==> src/verilog/ooo_pkg.sv <==
package ooo_pkg;

	// Machine sizes
	localparam int DATA_W        = 32;
	localparam int REG_COUNT     = 8;
	localparam int TAG_COUNT     = 8;
	localparam int STATION_DEPTH = 2;

	localparam int IMM_W      = 16;
	localparam int REG_IDX_W  = $clog2(REG_COUNT);
	localparam int TAG_W      = $clog2(TAG_COUNT);
	localparam int INFLIGHT_W = $clog2(TAG_COUNT + 1);

	typedef logic [DATA_W-1:0]     word_t;
	typedef logic [REG_IDX_W-1:0]  reg_idx_t;
	typedef logic [TAG_W-1:0]      tag_t;
	typedef logic [IMM_W-1:0]      imm_t;
	typedef logic [INFLIGHT_W-1:0] inflight_t;

	typedef enum logic {
		OP_ADD,
		OP_SUB
	} alu_op_e;

	typedef enum logic [1:0] {
		ISSUE_IDLE,
		ISSUE_READY,
		ISSUE_HOLD
	} issue_state_e;

	// One instruction as it arrives in program order
	typedef struct packed {
		alu_op_e  op;
		logic     use_imm;
		logic     sl2;
		reg_idx_t rd;
		reg_idx_t rs;
		reg_idx_t rt;
		imm_t     imm;
	} inst_t;

	// Source value, or the tag it is still waiting for
	typedef struct packed {
		logic  ready;
		tag_t  tag;
		word_t value;
	} operand_t;

	typedef struct packed {
		tag_t     tag;
		alu_op_e  op;
		logic     sl2;
		operand_t a;
		operand_t b;
	} station_entry_t;

	typedef struct packed {
		logic  valid;
		tag_t  tag;
		word_t data;
	} cdb_t;

endpackage

==> src/verilog/addsub_core.sv <==
`timescale 1ns/1ns

module addsub_core (
	input  logic           clk,
	input  logic           arst_n,
	input  ooo_pkg::inst_t inst,
	input  logic           inst_valid,
	input  logic           result_ready,
	output logic           inst_ready,
	output ooo_pkg::cdb_t  result
);
	ooo_pkg::operand_t       rs_operand;
	ooo_pkg::operand_t       rt_operand;
	ooo_pkg::reg_idx_t       rs_idx;
	ooo_pkg::reg_idx_t       rt_idx;
	ooo_pkg::reg_idx_t       issue_rd;
	ooo_pkg::station_entry_t entry;
	ooo_pkg::tag_t           next_tag;
	ooo_pkg::cdb_t           cdb;
	logic                    entry_valid;
	logic                    entry_ready;
	logic                    issue_fire;
	logic                    tag_avail;

	issue_ctrl u_issue_ctrl (
		.clk          (clk),
		.arst_n       (arst_n),
		.inst         (inst),
		.inst_valid   (inst_valid),
		.rs_operand   (rs_operand),
		.rt_operand   (rt_operand),
		.cdb          (cdb),
		.result_ready (result_ready),
		.entry_ready  (entry_ready),
		.tag_avail    (tag_avail),
		.next_tag     (next_tag),
		.inst_ready   (inst_ready),
		.rs_idx       (rs_idx),
		.rt_idx       (rt_idx),
		.entry        (entry),
		.entry_valid  (entry_valid),
		.issue_fire   (issue_fire),
		.issue_rd     (issue_rd)
	);

	tag_counter u_tag_counter (
		.clk          (clk),
		.arst_n       (arst_n),
		.issue_fire   (issue_fire),
		.cdb          (cdb),
		.result_ready (result_ready),
		.next_tag     (next_tag),
		.tag_avail    (tag_avail)
	);

	tag_file u_tag_file (
		.clk          (clk),
		.arst_n       (arst_n),
		.rs_idx       (rs_idx),
		.rt_idx       (rt_idx),
		.issue_fire   (issue_fire),
		.issue_rd     (issue_rd),
		.next_tag     (next_tag),
		.cdb          (cdb),
		.result_ready (result_ready),
		.rs_operand   (rs_operand),
		.rt_operand   (rt_operand)
	);

	alu_station u_alu_station (
		.clk          (clk),
		.arst_n       (arst_n),
		.entry        (entry),
		.entry_valid  (entry_valid),
		.result_ready (result_ready),
		.entry_ready  (entry_ready),
		.cdb          (cdb)
	);

	assign result = cdb;

endmodule

==> src/verilog/alu_station.sv <==
`timescale 1ns/1ns

module alu_station (
	input  logic                    clk,
	input  logic                    arst_n,
	input  ooo_pkg::station_entry_t entry,
	input  logic                    entry_valid,
	input  logic                    result_ready,
	output logic                    entry_ready,
	output ooo_pkg::cdb_t           cdb
);
	ooo_pkg::station_entry_t              slot_q   [ooo_pkg::STATION_DEPTH];
	ooo_pkg::station_entry_t              slot_upd [ooo_pkg::STATION_DEPTH];
	ooo_pkg::station_entry_t              slot_nxt [ooo_pkg::STATION_DEPTH];
	logic [ooo_pkg::STATION_DEPTH-1:0]    slot_valid_q;
	logic [ooo_pkg::STATION_DEPTH-1:0]    slot_valid_nxt;
	logic [ooo_pkg::STATION_DEPTH-1:0]    slot_ready;
	ooo_pkg::station_entry_t              picked;
	int                                   pick;
	logic                                 dispatch;
	logic                                 entry_fire;
	logic                                 cdb_accept;
	logic                                 res_valid_q;
	ooo_pkg::tag_t                        res_tag_q;
	ooo_pkg::word_t                       res_data_q;

	assign cdb_accept = res_valid_q && result_ready;

	// Waiting operands capture the accepted result
	always_comb begin
		for (int j = 0; j < ooo_pkg::STATION_DEPTH; j++) begin
			slot_upd[j] = slot_q[j];
			if (!slot_q[j].a.ready && cdb_accept && slot_q[j].a.tag == res_tag_q) begin
				slot_upd[j].a.ready = 1'b1;
				slot_upd[j].a.value = res_data_q;
			end
			if (!slot_q[j].b.ready && cdb_accept && slot_q[j].b.tag == res_tag_q) begin
				slot_upd[j].b.ready = 1'b1;
				slot_upd[j].b.value = slot_q[j].sl2 ? res_data_q << 2 : res_data_q;
			end
			slot_ready[j] = slot_valid_q[j] && slot_q[j].a.ready && slot_q[j].b.ready;
		end
	end

	// Lowest index is oldest
	always_comb begin
		pick = 0;
		for (int j = ooo_pkg::STATION_DEPTH - 1; j >= 0; j--) begin
			if (slot_ready[j]) begin
				pick = j;
			end
		end
	end

	assign picked      = slot_q[pick];
	assign dispatch    = |slot_ready && (!res_valid_q || result_ready);
	assign entry_ready = !slot_valid_q[ooo_pkg::STATION_DEPTH-1] || dispatch;
	assign entry_fire  = entry_valid && entry_ready;

	// Close the gap left by a dispatch, new entry goes behind
	always_comb begin
		int n;
		n = 0;
		slot_valid_nxt = '0;
		slot_nxt = slot_upd;
		for (int j = 0; j < ooo_pkg::STATION_DEPTH; j++) begin
			if (slot_valid_q[j] && !(dispatch && pick == j)) begin
				slot_nxt[n]       = slot_upd[j];
				slot_valid_nxt[n] = 1'b1;
				n++;
			end
		end
		if (entry_fire) begin
			slot_nxt[n]       = entry;
			slot_valid_nxt[n] = 1'b1;
		end
	end

	always_ff @(posedge clk or negedge arst_n) begin
		if (!arst_n) begin
			slot_valid_q <= '0;
			res_valid_q  <= 1'b0;
		end else begin
			slot_valid_q <= slot_valid_nxt;
			if (dispatch) begin
				res_valid_q <= 1'b1;
			end else if (result_ready) begin
				res_valid_q <= 1'b0;
			end
		end
	end

	always_ff @(posedge clk) begin
		slot_q <= slot_nxt;
		if (dispatch) begin
			res_tag_q  <= picked.tag;
			res_data_q <= picked.op == ooo_pkg::OP_SUB ? picked.a.value - picked.b.value
			                                           : picked.a.value + picked.b.value;
		end
	end

	assign cdb.valid = res_valid_q;
	assign cdb.tag   = res_tag_q;
	assign cdb.data  = res_data_q;

	// Refused entry must stay offered, never dropped into a full station
	a_no_overwrite: assert property (@(posedge clk) disable iff (!arst_n)
		entry_valid && !entry_ready |=> entry_valid);

endmodule

==> src/verilog/issue_ctrl.sv <==
`timescale 1ns/1ns

module issue_ctrl (
	input  logic                    clk,
	input  logic                    arst_n,
	input  ooo_pkg::inst_t          inst,
	input  logic                    inst_valid,
	input  ooo_pkg::operand_t       rs_operand,
	input  ooo_pkg::operand_t       rt_operand,
	input  ooo_pkg::cdb_t           cdb,
	input  logic                    result_ready,
	input  logic                    entry_ready,
	input  logic                    tag_avail,
	input  ooo_pkg::tag_t           next_tag,
	output logic                    inst_ready,
	output ooo_pkg::reg_idx_t       rs_idx,
	output ooo_pkg::reg_idx_t       rt_idx,
	output ooo_pkg::station_entry_t entry,
	output logic                    entry_valid,
	output logic                    issue_fire,
	output ooo_pkg::reg_idx_t       issue_rd
);
	ooo_pkg::issue_state_e state_q;
	ooo_pkg::inst_t        inst_q;
	ooo_pkg::operand_t     rs_live;
	ooo_pkg::operand_t     rt_live;
	logic                  inst_fire;
	logic                  cdb_accept;

	// Result on the bus this cycle is not yet in the tag file
	function automatic ooo_pkg::operand_t bypass(
		input ooo_pkg::operand_t src,
		input ooo_pkg::cdb_t     bus,
		input logic              accept
	);
		ooo_pkg::operand_t res;
		res = src;
		if (!src.ready && accept && src.tag == bus.tag) begin
			res.ready = 1'b1;
			res.value = bus.data;
		end
		return res;
	endfunction

	assign cdb_accept = cdb.valid && result_ready;
	assign rs_idx     = inst_q.rs;
	assign rt_idx     = inst_q.rt;
	assign issue_rd   = inst_q.rd;
	assign rs_live    = bypass(rs_operand, cdb, cdb_accept);
	assign rt_live    = bypass(rt_operand, cdb, cdb_accept);

	// No free tag keeps the entry off the station port
	assign entry_valid = state_q != ooo_pkg::ISSUE_IDLE && tag_avail;
	assign issue_fire  = entry_valid && entry_ready;
	assign inst_ready  = state_q == ooo_pkg::ISSUE_IDLE ||
	                     (state_q == ooo_pkg::ISSUE_HOLD && issue_fire);
	assign inst_fire   = inst_valid && inst_ready;

	always_comb begin
		entry.tag = next_tag;
		entry.op  = inst_q.op;
		entry.sl2 = inst_q.sl2;
		entry.a   = rt_live;
		if (inst_q.use_imm) begin
			entry.a.ready = 1'b1;
			entry.a.tag   = '0;
			entry.a.value = ooo_pkg::word_t'($signed(inst_q.imm));
		end
		entry.b = rs_live;
		// Pending b gets its shift when captured in the station
		if (rs_live.ready && inst_q.sl2) begin
			entry.b.value = rs_live.value << 2;
		end
	end

	always_ff @(posedge clk or negedge arst_n) begin
		if (!arst_n) begin
			state_q <= ooo_pkg::ISSUE_IDLE;
		end else begin
			case (state_q)
				ooo_pkg::ISSUE_IDLE: begin
					if (inst_fire) begin
						state_q <= ooo_pkg::ISSUE_READY;
					end
				end
				ooo_pkg::ISSUE_READY: begin
					state_q <= issue_fire ? ooo_pkg::ISSUE_IDLE : ooo_pkg::ISSUE_HOLD;
				end
				ooo_pkg::ISSUE_HOLD: begin
					if (issue_fire) begin
						state_q <= inst_fire ? ooo_pkg::ISSUE_READY : ooo_pkg::ISSUE_IDLE;
					end
				end
				default: state_q <= ooo_pkg::ISSUE_IDLE;
			endcase
		end
	end

	always_ff @(posedge clk) begin
		if (inst_fire) begin
			inst_q <= inst;
		end
	end

	a_idle_no_entry: assert property (@(posedge clk) disable iff (!arst_n)
		state_q == ooo_pkg::ISSUE_IDLE |-> !entry_valid);

endmodule

==> src/verilog/tag_counter.sv <==
`timescale 1ns/1ns

module tag_counter (
	input  logic          clk,
	input  logic          arst_n,
	input  logic          issue_fire,
	input  ooo_pkg::cdb_t cdb,
	input  logic          result_ready,
	output ooo_pkg::tag_t next_tag,
	output logic          tag_avail
);
	ooo_pkg::inflight_t count_q;
	logic               cdb_accept;

	assign cdb_accept = cdb.valid && result_ready;
	assign tag_avail  = count_q != ooo_pkg::inflight_t'(ooo_pkg::TAG_COUNT);

	always_ff @(posedge clk or negedge arst_n) begin
		if (!arst_n) begin
			next_tag <= '0;
			count_q  <= '0;
		end else begin
			// Tag space is a power of two, so the pointer wraps by itself
			if (issue_fire) begin
				next_tag <= next_tag + 1'b1;
			end
			case ({issue_fire, cdb_accept})
				2'b10:   count_q <= count_q + 1'b1;
				2'b01:   count_q <= count_q - 1'b1;
				default: count_q <= count_q;
			endcase
		end
	end

	a_count_max: assert property (@(posedge clk) disable iff (!arst_n)
		count_q <= ooo_pkg::inflight_t'(ooo_pkg::TAG_COUNT));

	// Every accepted result belongs to an issued instruction
	a_count_min: assert property (@(posedge clk) disable iff (!arst_n)
		cdb_accept |-> count_q != '0);

endmodule

==> src/verilog/tag_file.sv <==
`timescale 1ns/1ns

module tag_file (
	input  logic              clk,
	input  logic              arst_n,
	input  ooo_pkg::reg_idx_t rs_idx,
	input  ooo_pkg::reg_idx_t rt_idx,
	input  logic              issue_fire,
	input  ooo_pkg::reg_idx_t issue_rd,
	input  ooo_pkg::tag_t     next_tag,
	input  ooo_pkg::cdb_t     cdb,
	input  logic              result_ready,
	output ooo_pkg::operand_t rs_operand,
	output ooo_pkg::operand_t rt_operand
);
	ooo_pkg::operand_t                 regs_q [ooo_pkg::REG_COUNT];
	logic [ooo_pkg::REG_COUNT-1:0]     rename;
	logic [ooo_pkg::REG_COUNT-1:0]     wake;
	logic                              cdb_accept;

	assign cdb_accept = cdb.valid && result_ready;

	// Reads see the state before this cycle's rename
	assign rs_operand = regs_q[rs_idx];
	assign rt_operand = regs_q[rt_idx];

	always_comb begin
		for (int i = 0; i < ooo_pkg::REG_COUNT; i++) begin
			rename[i] = issue_fire && issue_rd == ooo_pkg::reg_idx_t'(i);
			wake[i]   = cdb_accept && !regs_q[i].ready && regs_q[i].tag == cdb.tag;
		end
	end

	always_ff @(posedge clk or negedge arst_n) begin
		if (!arst_n) begin
			for (int i = 0; i < ooo_pkg::REG_COUNT; i++) begin
				regs_q[i].ready <= 1'b1;
				regs_q[i].tag   <= '0;
				regs_q[i].value <= '0;
			end
		end else begin
			for (int i = 0; i < ooo_pkg::REG_COUNT; i++) begin
				// Newer producer wins over a result for the old one
				if (rename[i]) begin
					regs_q[i].ready <= 1'b0;
					regs_q[i].tag   <= next_tag;
				end else if (wake[i]) begin
					regs_q[i].ready <= 1'b1;
					regs_q[i].value <= cdb.data;
				end
			end
		end
	end

	// At most one register can wait on any in-flight tag
	a_single_owner: assert property (@(posedge clk) disable iff (!arst_n)
		$onehot0(wake));

endmodule
==> config.mk <==
export PLATFORM = sky130hd
export DESIGN_NAME = addsub_core
export DESIGN_NICKNAME = d
export VERILOG_FILES = /design/src/verilog/ooo_pkg.sv /design/src/verilog/addsub_core.sv /design/src/verilog/alu_station.sv /design/src/verilog/issue_ctrl.sv /design/src/verilog/tag_counter.sv /design/src/verilog/tag_file.sv
export SDC_FILE = /design/constraint.sdc
export NUM_CORES = 1
export LEC_CHECK = 0
export BUFFER_PORTS_ARGS = -buffer_cell sky130_fd_sc_hd__clkbuf_2
export CAP_MARGIN = 20
export CELL_PAD_IN_SITES_DETAIL_PLACEMENT = 1
export CELL_PAD_IN_SITES_GLOBAL_PLACEMENT = 2
export CORE_ASPECT_RATIO = 0.5
export CORE_MARGIN = 4
export CORE_UTILIZATION = 45
export CTS_CLUSTER_DIAMETER = 80
export DETAILED_ROUTE_END_ITERATION = 16
export PLACE_DENSITY = 0.8
export SYNTH_ARGS = -nofsm -noshare
export SYNTH_HDL_FRONTEND = slang
export SYNTH_SLANG_ARGS = --single-unit
==> constraint.sdc <==
create_clock -name clk -period 11.2 [get_ports clk]
set_input_delay 2.24 -clock clk [delete_from_list [all_inputs] [get_ports clk]]
set_output_delay 2.24 -clock clk [all_outputs]
set_load 0.005 [all_outputs]
# Word level (Yosys, flattened, before mapping)
# Cells that the tools add are included.
[word_totals] elab_cells=286 mem_bits_rw=0 romBits=0 n_memories=0 latchBits=0 input_bits=32 out_inout_bits=37 regBits=517
[classes] shifts=0 add_sub_neg=6 magnitude_cmp=11 n_mux=69 n_reduce_logical=100 n_eq_ne=29 multipliers=0 n_bitwise=15 n_div=0
[op_table] operator="$mux W77" n=5
[op_table] operator="$mux W32" n=11
[op_table] operator="$bwmux W154" n=2
[op_table] operator="$mux W154" n=2
[op_table] operator="$bmux W36 S3" n=2
[op_table] operator="$mux W36" n=5
[op_table] operator="$demux W77 S1" n=2
[op_table] operator="$ge A32 B2 Y1 const B" n=3
[op_table] operator="$lt A32 B1 Y1 const B" n=2
[op_table] operator="$not A1 Y32" n=2
[op_table] operator="$logic_and A1 B1 Y1" n=55
[op_table] operator="$eq A3 B3 Y1" n=14
[op_table] operator="$add A32 B32 Y32" n=1
[op_table] operator="$ge A32 B1 Y1 const B" n=1
[op_table] operator="$logic_not A32 Y1" n=1
[op_table] operator="$lt A32 B3 Y1 const B" n=1
[op_table] operator="$not A32 Y32" n=1
[op_table] operator="$sub A32 B32 Y32" n=1
[op_table] operator="$mux W1" n=31
[op_table] operator="$reduce_bool A2 Y1" n=11
[op_table] operator="$logic_not A1 Y1" n=18
[op_table] operator="$reduce_and A2 Y1" n=9
[op_table] operator="$eq A3 B3 Y1 const B" n=4
[op_table] operator="$mux W2" n=5
[op_table] operator="25 further kinds" n=41

# Logic depth before layout (Yosys ltp)
# Gate-level depths: netlist (run 1).
[logic_depth] word_depth=18 depth_mapped=22

# By module
# A second synthesis (run 1) with hierarchy kept.
[unflattened] cells_unflattened=2861 hier_area_um2=32099.5
[modules_own_cells] mod="tag_file" cells_per_inst=919 area_each_um2=16408.2 n_inst=1 seq_area_each_um2=7216.9
[modules_own_cells] mod="alu_station" cells_per_inst=1534 area_each_um2=12031.5 n_inst=1 seq_area_each_um2=4319.1
[modules_own_cells] mod="issue_ctrl" cells_per_inst=370 area_each_um2=3226.8 n_inst=1 seq_area_each_um2=890.9
[modules_own_cells] mod="tag_counter" cells_per_inst=38 area_each_um2=432.9 n_inst=1 seq_area_each_um2=175.2

# Least setup slack after synthesis (run 1)
# No wires, ideal clock.
[synth_path] kind="in2out" startpoint="input port result_ready" endpoint="output port inst_ready" arrival_time_ns=3.002 path_slack_ns=5.958 cell_stages=6 n_path_buf=0 cell_sequence="nor2b_1 > inv_1 > nand2_1 > a21oi_1 > inv_2 > a21oi_1"
[synth_via] elab_chain_len=6
[synth_rtl] item="start, declared" line_no="addsub_core.sv:8" source="input logic result_ready,"
[synth_rtl] item="$logic_or A1 B1 Y1" line_no="alu_station.sv:56" source="assign dispatch = |slot_ready && (!res_valid_q || result_ready);"
[synth_rtl] item="$logic_and A1 B1 Y1" line_no="alu_station.sv:56"
[synth_rtl] item="$logic_or A1 B1 Y1" line_no="alu_station.sv:57" source="assign entry_ready = !slot_valid_q[ooo_pkg::STATION_DEPTH-1] || dispatch;"
[synth_rtl] item="$logic_and A1 B1 Y1" line_no="issue_ctrl.sv:54" source="assign issue_fire = entry_valid && entry_ready;"
[synth_rtl] item="$logic_and A1 B1 Y1" line_no="issue_ctrl.sv:56" source="(state_q == ooo_pkg::ISSUE_HOLD && issue_fire);"
[synth_rtl] item="$logic_or A1 B1 Y1" line_no="issue_ctrl.sv:55" source="assign inst_ready = state_q == ooo_pkg::ISSUE_IDLE ||"
[synth_rtl] item="end, declared" line_no="addsub_core.sv:9" source="output logic inst_ready,"
# Every way passes these cells.

# Final worst setup path (run 1)
# Ends and elaborated chain as after synthesis.

==> results.tsv, run 1 <==
stage	metric	value	unit
timing	Setup violations, final	0	
clock_network	htree depth	2	
timing	minimum clock period	5.65	ns
floorplan	width of the die	371	um
timing	Max-slew headroom	0.259	
clock_network	Resized cells post-CTS	0	
power	Peak supply drop	168	uV
min_path	worst hold path type	flip-flop to flip-flop	
worst_setup_path	R2R setup slack	5.62	ns
cells_and_area	multi-input logic area	16100	sq um
floorplan	core area	65100	sq um
floorplan	height of the die	189	um
clock_network	maximum clock path buffer count	3	
placement	Post-DP Area	30700	sq um
floorplan	IO Pins	69	
synthesis	count of cell types in the netlist	72	
clock_network	Worst-path clk slew	0.06	ns
timing	final period utilization	0.505	
grt	GR Util All Layers	0.280	
min_path	hold depth	1	
synthesis	Post-synth top flop	dfrtp_1	
timing	Final Max Tran Viols	0	
routing	DRC viols	0	
synthesis	Post-synth EDFFs	74	
worst_setup_path	crit start category	input pin	
floorplan	die area	70300	sq um
job	max cap viols	0	
routing	vias per std cell	6.25	
floorplan	num rows	66	
synthesis	largest cells by area after synthesis	dfrtp_1 (25%), mux4_2 (11%), mux2_2 (9.8%), dfxtp_1 (9.7%), mux2i_1 (8.2%)	
grt	first-pass GRT wire length	149	mm
timing	f_max	0.177	GHz
worst_setup_path	slowest stage delay, CP	0.22	ns
synthesis	post-synthesis area per instance	11.1	sq um
grt	Overflow after GRT	0	
synthesis	sequential-to-total area share from yosys stat	0.425	
worst_setup_path	WP data required	8.96	ns
clock_network	TritonCTS buffer count	50	
power	Static Leak	13.5	nW
worst_setup_path	Reg-to-Reg Start	u_alu_station.slot_q[71]$_DFF_P_	
clock_network	clk root buf	clkbuf_16	
worst_setup_path	CP Data Arrival Time	3.41	ns
grt	vias in the first global route	22800	
power	PwrDens	388	nW/um^2
grt	initial antenna violation count	0	
worst_setup_path	cells on worst reg2reg path	16	
timing	Worst Max-Slew Pin Slew	1.11	ns
clock_network	clk sinks	517	
timing	clk_skew	0.0183	ns
worst_setup_path	slowest stage cell, crit path	buf_4	
routing	via count	22300	
cells_and_area	diode count	0	
synthesis	Yosys Warn Count	0	
power	Pwr Total	12.5	mW
timing	final hold viol count	0	
cells_and_area	post-route cell area	32400	sq um
worst_setup_path	crit path cell chain	clkbuf_2, nor2b_1, inv_1, nand2_1, a21oi_1, buf_4, inv_2, a21oi_1, clkbuf_2	
synthesis	ys async rst share	0.580	
placement	post-DP HPWL	62.4	mm
clock_network	hold bufs inserted after CTS	0	
outcome	status	completed	
grt	largest net degree at the start of global routing	97	
min_path	hold_sp	u_tag_counter.count_q[3]$_DFFE_PN0P_	
routing	drt wl/cell	27.6	um
cells_and_area	Sequential Area	12600	sq um
placement	Buffers on Ports	68	
routing	Initial DRC Count	1712	
routing	Routed WL	98.2	mm
cells_and_area	share of layout cells above drive strength 1	0.237	
routing	Final ANT Viol Nets	0	
worst_setup_path	r2r endpoint	u_alu_station.res_data_q[31]$_DFFE_PP_	
synthesis	Post-Syn Area	29600	sq um
timing	RSZ-0062 raised after global routing	false	
floorplan	Initial Util	0.456	
clock_network	Post-CTS Setup Bufs	0	
min_path	Hold Path End	u_tag_counter.count_q[3]$_DFFE_PN0P_	
cells_and_area	P&R area growth vs syn	9.19	%
routing	First-pass DRT Iterations	5	
worst_setup_path	crit end category	output port	
clock_network	worst-skew pair later-pin latency	0.61	ns
synthesis	leading area contributor after synthesis	dfrtp_1	
worst_setup_path	Setup CP Type	input pin to output port	
worst_setup_path	maximum fanout along the worst path	13	
synthesis	Seq cells post-synth	517	
cells_and_area	Layout fillers	6930	
synthesis	cells after synthesis	2680	
timing	Sum Neg Setup Slack	0	ns
synthesis	syn nets	2753	
cells_and_area	commonest non-fill, non-tap cell in the layout	nand2_1	
cells_and_area	most frequent cells in the layout	nand2_1 (313), dfrtp_1 (292), mux2_2 (257), mux2i_1 (244), mux4_2 (144)	
clock_network	CTS tree	yes	
cells_and_area	final net count	2706	
synthesis	share of the synthesized area in the top cell type	0.246	
placement	Routability Congestion	0.842	
==> sequential cells by signal, summed over array words and instances (netlist names) <==
name	flops
u_alu_station.res_data_q	32
u_alu_station.res_tag_q	3
u_alu_station.res_valid_q	1
u_alu_station.slot_q	154
u_alu_station.slot_valid_q	2
u_issue_ctrl.entry	2
u_issue_ctrl.inst_q	17
u_issue_ctrl.issue_rd	3
u_issue_ctrl.rs_idx	3
u_issue_ctrl.rt_idx	3
u_issue_ctrl.state_q	2
u_tag_counter.count_q	4
u_tag_counter.next_tag	3
u_tag_file.regs_q	288
==> how the worst max path moves through the flow <==
stage	startpoint	endpoint	slack, ns	cells after the start
finish	result_ready	inst_ready	5.55	9
global route	u_alu_station.slot_q[71]$_DFF_P_	u_alu_station.res_data_q[31]$_DFFE_PP_	5.04	16
CTS	result_ready	inst_ready	5.55	9
detailed placement	result_ready	u_alu_station.slot_q[51]$_DFF_P_	5.43	12
global placement	result_ready	u_alu_station.slot_q[54]$_DFF_P_	5.51	12
floorplan	result_ready	inst_ready	5.96	6
==> synth_stat cells, drive strengths merged (5+ instances only) <==
cell and number:
a211oi 40, a21o 11, a21oi 124, a221o 15
a31oi 13, and2 5, and3 10, buf 54
clkbuf 170, dfrtp 292, dfstp 8, dfxtp 143
edfxtp 74, ha 39, inv 24, mux2 282
mux2i 244, mux4 144, nand2 316, nand2b 13
nand3 9, nand3b 6, nand4 7, nor2 126
nor2b 22, nor3 46, nor4 15, o211ai 36
o21a 7, o21ai 162, o221ai 17, o22ai 35
o31ai 7, or3 10, or4 7, xnor2 66
xor2 42
==> cells by family (layout without fill, tap and decap cells) <==
| kind of cell | Yosys count | count (layout) | share of synthesized area |
|---|---|---|---|
| xor+xnor | 108 | 108 | 0.0319 |
| buf+inv | 248 | 243 | 0.0336 |
| fa+ha+maj | 41 | 41 | 0.0178 |
| flops | 517 | 517 | 0.425 |
| compound gates | 494 | 494 | 0.104 |
| simple gates | 602 | 602 | 0.0891 |
| mux | 670 | 670 | 0.299 |
==> power breakdown <==
group | total (mW) | switching (mW) | internal, mW
Clock | 1.79 | 0.778 | 1.01
Combinational | 6.63 | 3.63 | 3.01
Sequential | 4.12 | 1.11 | 3.01
Total | 12.5 | 5.51 | 7.03
==> per-layer routing <==
| metal | vias to the layer above | track usage | wire length (um) |
|---|---|---|---|
| li1 | 9829 | - | - |
| met1 | 11700 | 0.419 | 47300 |
| met2 | 566 | 0.429 | 43400 |
| met3 | 122 | 0.0494 | 5570 |
| met4 | 0 | 0.0570 | 1880 |
| met5 | - | 0 | 0 |
==> final cells by class <==
| type | count | share of cell area |
|---|---|---|
| sequential | 517 | 0.389 |
| clock inverter | 13 | 0.00495 |
| multi-input combinational | 1915 | 0.498 |
| clock buffer | 81 | 0.0467 |
| timing repair buffer | 125 | 0.0240 |
| tap | 884 | 0.0342 |
| inverter | 24 | 0.00278 |
==> worst max-delay path: cells and delay by family <==
kind / cells / cell delay [ns]
compound gates: 2 / 0.36
simple gates: 2 / 0.12
buf+inv: 5 / 0.67
==> metrics by stage <==
step,hold slack (ns),worst slack (ns),cells,util
2_1_floorplan,0.433,5.96,2680,-
3_3_place_gp,0.459,5.51,3464,0.472
3_5_place_dp,0.466,5.43,3464,0.472
4_1_cts,0.474,5.55,3558,0.497
5_1_grt,0.505,5.04,3559,0.497
6_report,0.475,5.55,3559,0.497
Note: power is estimated with default switching activity, not from simulation.
==> run 2, diff against run 1 <==
- ABC_AREA: default -> 1
- CORE_UTILIZATION: 45 -> 37
- PLACE_DENSITY: 0.8 -> 0.78
- clock period: 11.2 -> 5.8 ns (I/O delays scaled with it)
==> run 2 against run 1 <==
Against the previous run:
- final cell count rose by 52%
- synthesized cell count rose by 65%
- die area grew 26%
- register-to-register slack worse by 4.4 ns
- combinational power is 110% higher
- non-clock buffer count is 13 higher
- global-route usage up 1.5 points
- setup slack worse by 4.3 ns
- final area is 4.9% higher
- critical path type is now flip-flop to flip-flop
- largest cell class unchanged
- highest routed layer is now met5
==> results.tsv, run 2 <==
stage	metric	value	unit	change
synthesis	post-synthesis compound-gate area fraction	0.205		+0.102
cells_and_area	share of layout cells above drive strength 1	0.0667		-0.171
placement	post-DP HPWL	88.5	mm	+42%
job	max cap viols	0		unchanged
clock_network	htree depth	2		unchanged
floorplan	die area	88700	sq um	+26%
timing	Worst Max-Slew Pin Slew	1.14	ns	+0.0263 ns
cells_and_area	post-route cell area	34000	sq um	+4.9%
routing	First-pass DRT Iterations	5		unchanged
placement	Buffers on Ports	68		unchanged
worst_setup_path	maximum fanout along the worst path	56		+43
timing	Final Max Tran Viols	0		unchanged
timing	Hold WS	0.493	ns	+0.0173 ns
timing	Setup violations, final	0		unchanged
timing	Sum Neg Setup Slack	0	ns	unchanged
synthesis	adder-cell share of the synthesized area	0.0170		-0.000774
worst_setup_path	Setup CP Type	flip-flop to flip-flop		
synthesis	share of the synthesized area in the top cell type	0.236		-0.0107
placement	pre-CTS setup slack	1.34	ns	-4.10 ns
synthesis	syn nets	4496		+63%
cells_and_area	commonest non-fill, non-tap cell in the layout	nand2_1		
routing	DRC viols	0		unchanged
synthesis	main combinational cell family by area after synthesis	simple AND/OR/NAND/NOR gates		
floorplan	num rows	74		+12%
min_path	worst hold path type	flip-flop to flip-flop		
clock_network	hold bufs inserted after CTS	0		unchanged
worst_setup_path	crit start category	flip-flop		
clock_network	Post-CTS Setup Bufs	0		unchanged
synthesis	count of cell types in the netlist	51		-29%
cells_and_area	biggest regs	u_tag_file.regs_q (288), u_alu_station.slot_q (154), u_alu_station.res_data_q (32)		
cells_and_area	most frequent cells in the layout	nand2_1 (1,344), o21ai_0 (735), nor2_1 (364), nand3_1 (294), dfrtp_1 (292)		
clock_network	CTS tree	yes		
floorplan	Initial Util	0.377		-0.0791
floorplan	core area	82300	sq um	+26%
placement	Post-DP Area	32000	sq um	+4.1%
grt	Overflow after GRT	0		unchanged
synthesis	leading area contributor after synthesis	dfrtp_1		
clock_network	clk sinks	517		unchanged
power	Peak supply drop	457	uV	+170%
timing	RSZ-0062 raised after global routing	false		
synthesis	most common cell in the synthesized netlist	nand2_1		
timing	minimum clock period	4.56	ns	
synthesis	Seq cells post-synth	517		unchanged
routing	drt wl/cell	24.7	um	-11%
routing	via count	31700		+42%
power	Static Leak	15.4	nW	+14%
synthesis	largest cells by area after synthesis	dfrtp_1 (24%), nand2_1 (16%), o21ai_0 (12%), dfxtp_1 (9.2%), edfxtp_1 (7.2%)		
placement	placed cells	5318		+54%
clock_network	maximum clock path buffer count	3		unchanged
clock_network	worst-skew pair later-pin latency	0.66	ns	+0.05 ns
routing	Routed WL	134	mm	+36%
timing	f_max	0.219	GHz	
synthesis	Yosys Warn Count	0		unchanged
worst_setup_path	WP data required	6.19	ns	-2.77 ns
synthesis	Post-Syn Area	31000	sq um	+4.5%
synthesis	Post-synth EDFFs	74		unchanged
timing	final period utilization	0.787		
routing	vias per std cell	5.83		-6.7%
cells_and_area	Largest Register	u_tag_file.regs_q		
outcome	status	completed		
grt	first-pass GRT wire length	200	mm	+34%
cells_and_area	fin cells	5426		+52%
synthesis	sequential-to-total area share from yosys stat	0.407		-0.0185
clock_network	clk root buf	clkbuf_16		
timing	final hold viol count	0		unchanged
synthesis	Post-synth top flop	dfrtp_1		
cells_and_area	max reg flops	288		unchanged
clock_network	Worst-path clk slew	0.07	ns	about the same
cells_and_area	final net count	4347		+61%
synthesis	cells after synthesis	4423		+65%
placement	Routability Congestion	0.882		+4.8%
floorplan	height of the die	213	um	+12%
grt	GR Util All Layers	0.295		+0.0145
grt	vias in the first global route	30600		+34%
grt	largest net degree at the start of global routing	146		+51%
synthesis	commonest cells in the netlist	nand2_1 (1,347), o21ai_0 (735), nor2_1 (364)		
worst_setup_path	crit end category	flip-flop		
routing	Initial DRC Count	3104		+81%
floorplan	width of the die	417	um	+12%
grt	initial antenna violation count	6		+6
timing	Max-slew headroom	0.234		-0.0247
routing	Final ANT Viol Nets	0		unchanged
floorplan	IO Pins	69		unchanged
power	PwrDens	729	nW/um^2	+88%
timing	final worst slack	1.24	ns	-4.31 ns
timing	clk_skew	0.0295	ns	+0.0112 ns
synthesis	mux contribution to synthesized area	0.000969		-0.298
synthesis	ys async rst share	0.580		unchanged
clock_network	Resized cells post-CTS	0		unchanged
synthesis	post-synthesis area per instance	7.01	sq um	-37%
worst_setup_path	CP Data Arrival Time	4.96	ns	+1.55 ns
clock_network	TritonCTS buffer count	54		+8.0%
synthesis	post-synthesis xor/xnor area fraction	0.0249		-0.00704
cells_and_area	P&R area growth vs syn	9.55	%	
synthesis	Simple-Gate Fraction of Synth Area	0.265		+0.176
==> run 2: cell types whose count changed after synthesis, sizes merged, moves of 65 or more <==
cell,change
nor2,+248
mux4,-144
a21oi,-77
nand2,+1036
mux2,-282
o221ai,+82
inv,+232
buf,+99
nand3,+286
mux2i,-241
o211ai,+65
o21ai,+641
==> run 2: metrics by stage <==
step | power [mW] | util
global placement | 20.2 | 0.388
finish | 24.8 | 0.412
global route | 26.5 | 0.412
CTS | 24.6 | 0.412
detailed placement | 20.5 | 0.388
floorplan | 15.5 | -
==> run 2: final timing paths <==
| check | start | end | slack (ns) | cells past startpoint |
|---|---|---|---|---|
| max | u_alu_station.slot_q[112]$_DFF_P_ | u_alu_station.res_data_q[24]$_DFFE_PP_ | 1.24 | 17 |
| min | u_alu_station.slot_q[109]$_DFF_P_ | u_alu_station.slot_q[109]$_DFF_P_ | 0.49 | 2 |
| max reg2reg | u_alu_station.slot_q[112]$_DFF_P_ | u_alu_station.res_data_q[24]$_DFFE_PP_ | 1.24 | 17 |
| min reg2reg | u_alu_station.slot_q[109]$_DFF_P_ | u_alu_station.slot_q[109]$_DFF_P_ | 0.49 | 2 |
| max in group asynchronous | arst_n | u_tag_file.regs_q[223]$_DFFE_PN0P_ | 4.07 | 2 |
| min in group asynchronous | arst_n | u_tag_counter.count_q[1]$_DFFE_PN0P_ | 0.58 | 1 |
==> run 2: cell families (layout without fill, tap and decap cells) <==
kind of cell             after synthesis  count (layout)
buffers and inverters                600             497
other                                  0               4
AND/OR/NAND/NOR                     2058            2058
flip-flops                           517             517
XOR/XNOR                              88              88
AO/OA/AOI/OAI                       1116            1116
multiplexers                           3               3
adder cells (fa/ha/maj)               41              41
==> run 2: final cells by class <==
cell class,count,area [sq um]
diodes,4,10.0
clock buffers,76,1550
clock inverters,26,414
fillers,10300,48400
inverters,257,970
multi-input cells,3306,16100
flip-flops and latches,517,12600
well taps,1102,1380
repair buffers,138,926
==> run 2: per-layer routing <==
layer  share of wire  up-vias  global-route usage
met4           0.012        2              0.0460
li1                -    14400                   -
met3           0.088      130              0.0608
met1            0.50    16000               0.466
met5        0.000090        -                   0
met2            0.40     1132               0.414
==> run 2: report_power, final <==
group | total (mW) | switching [mW] | internal [mW]
sequential | 6.90 | 1.32 | 5.58
combinational | 13.9 | 9.77 | 4.09
clock | 4.00 | 1.71 | 2.29
==> run 2: worst max-delay path, stage by stage, from the launching register on <==
cell	delay [ns]
dfxtp_1	0.37
nand3_1	0.18
nand2_4	0.53
inv_2	0.22
buf_4	0.30
o21ai_0	0.84
ha_1	0.42
a21oi_1	0.15
nand2_1	0.14
nand3_1	0.10
nand2_1	0.09
a21oi_1	0.31
inv_1	0.11
nand2_1	0.08
nand2_1	0.08
nand2_1	0.08
nand2_1	0.06
xor2_1	0.16
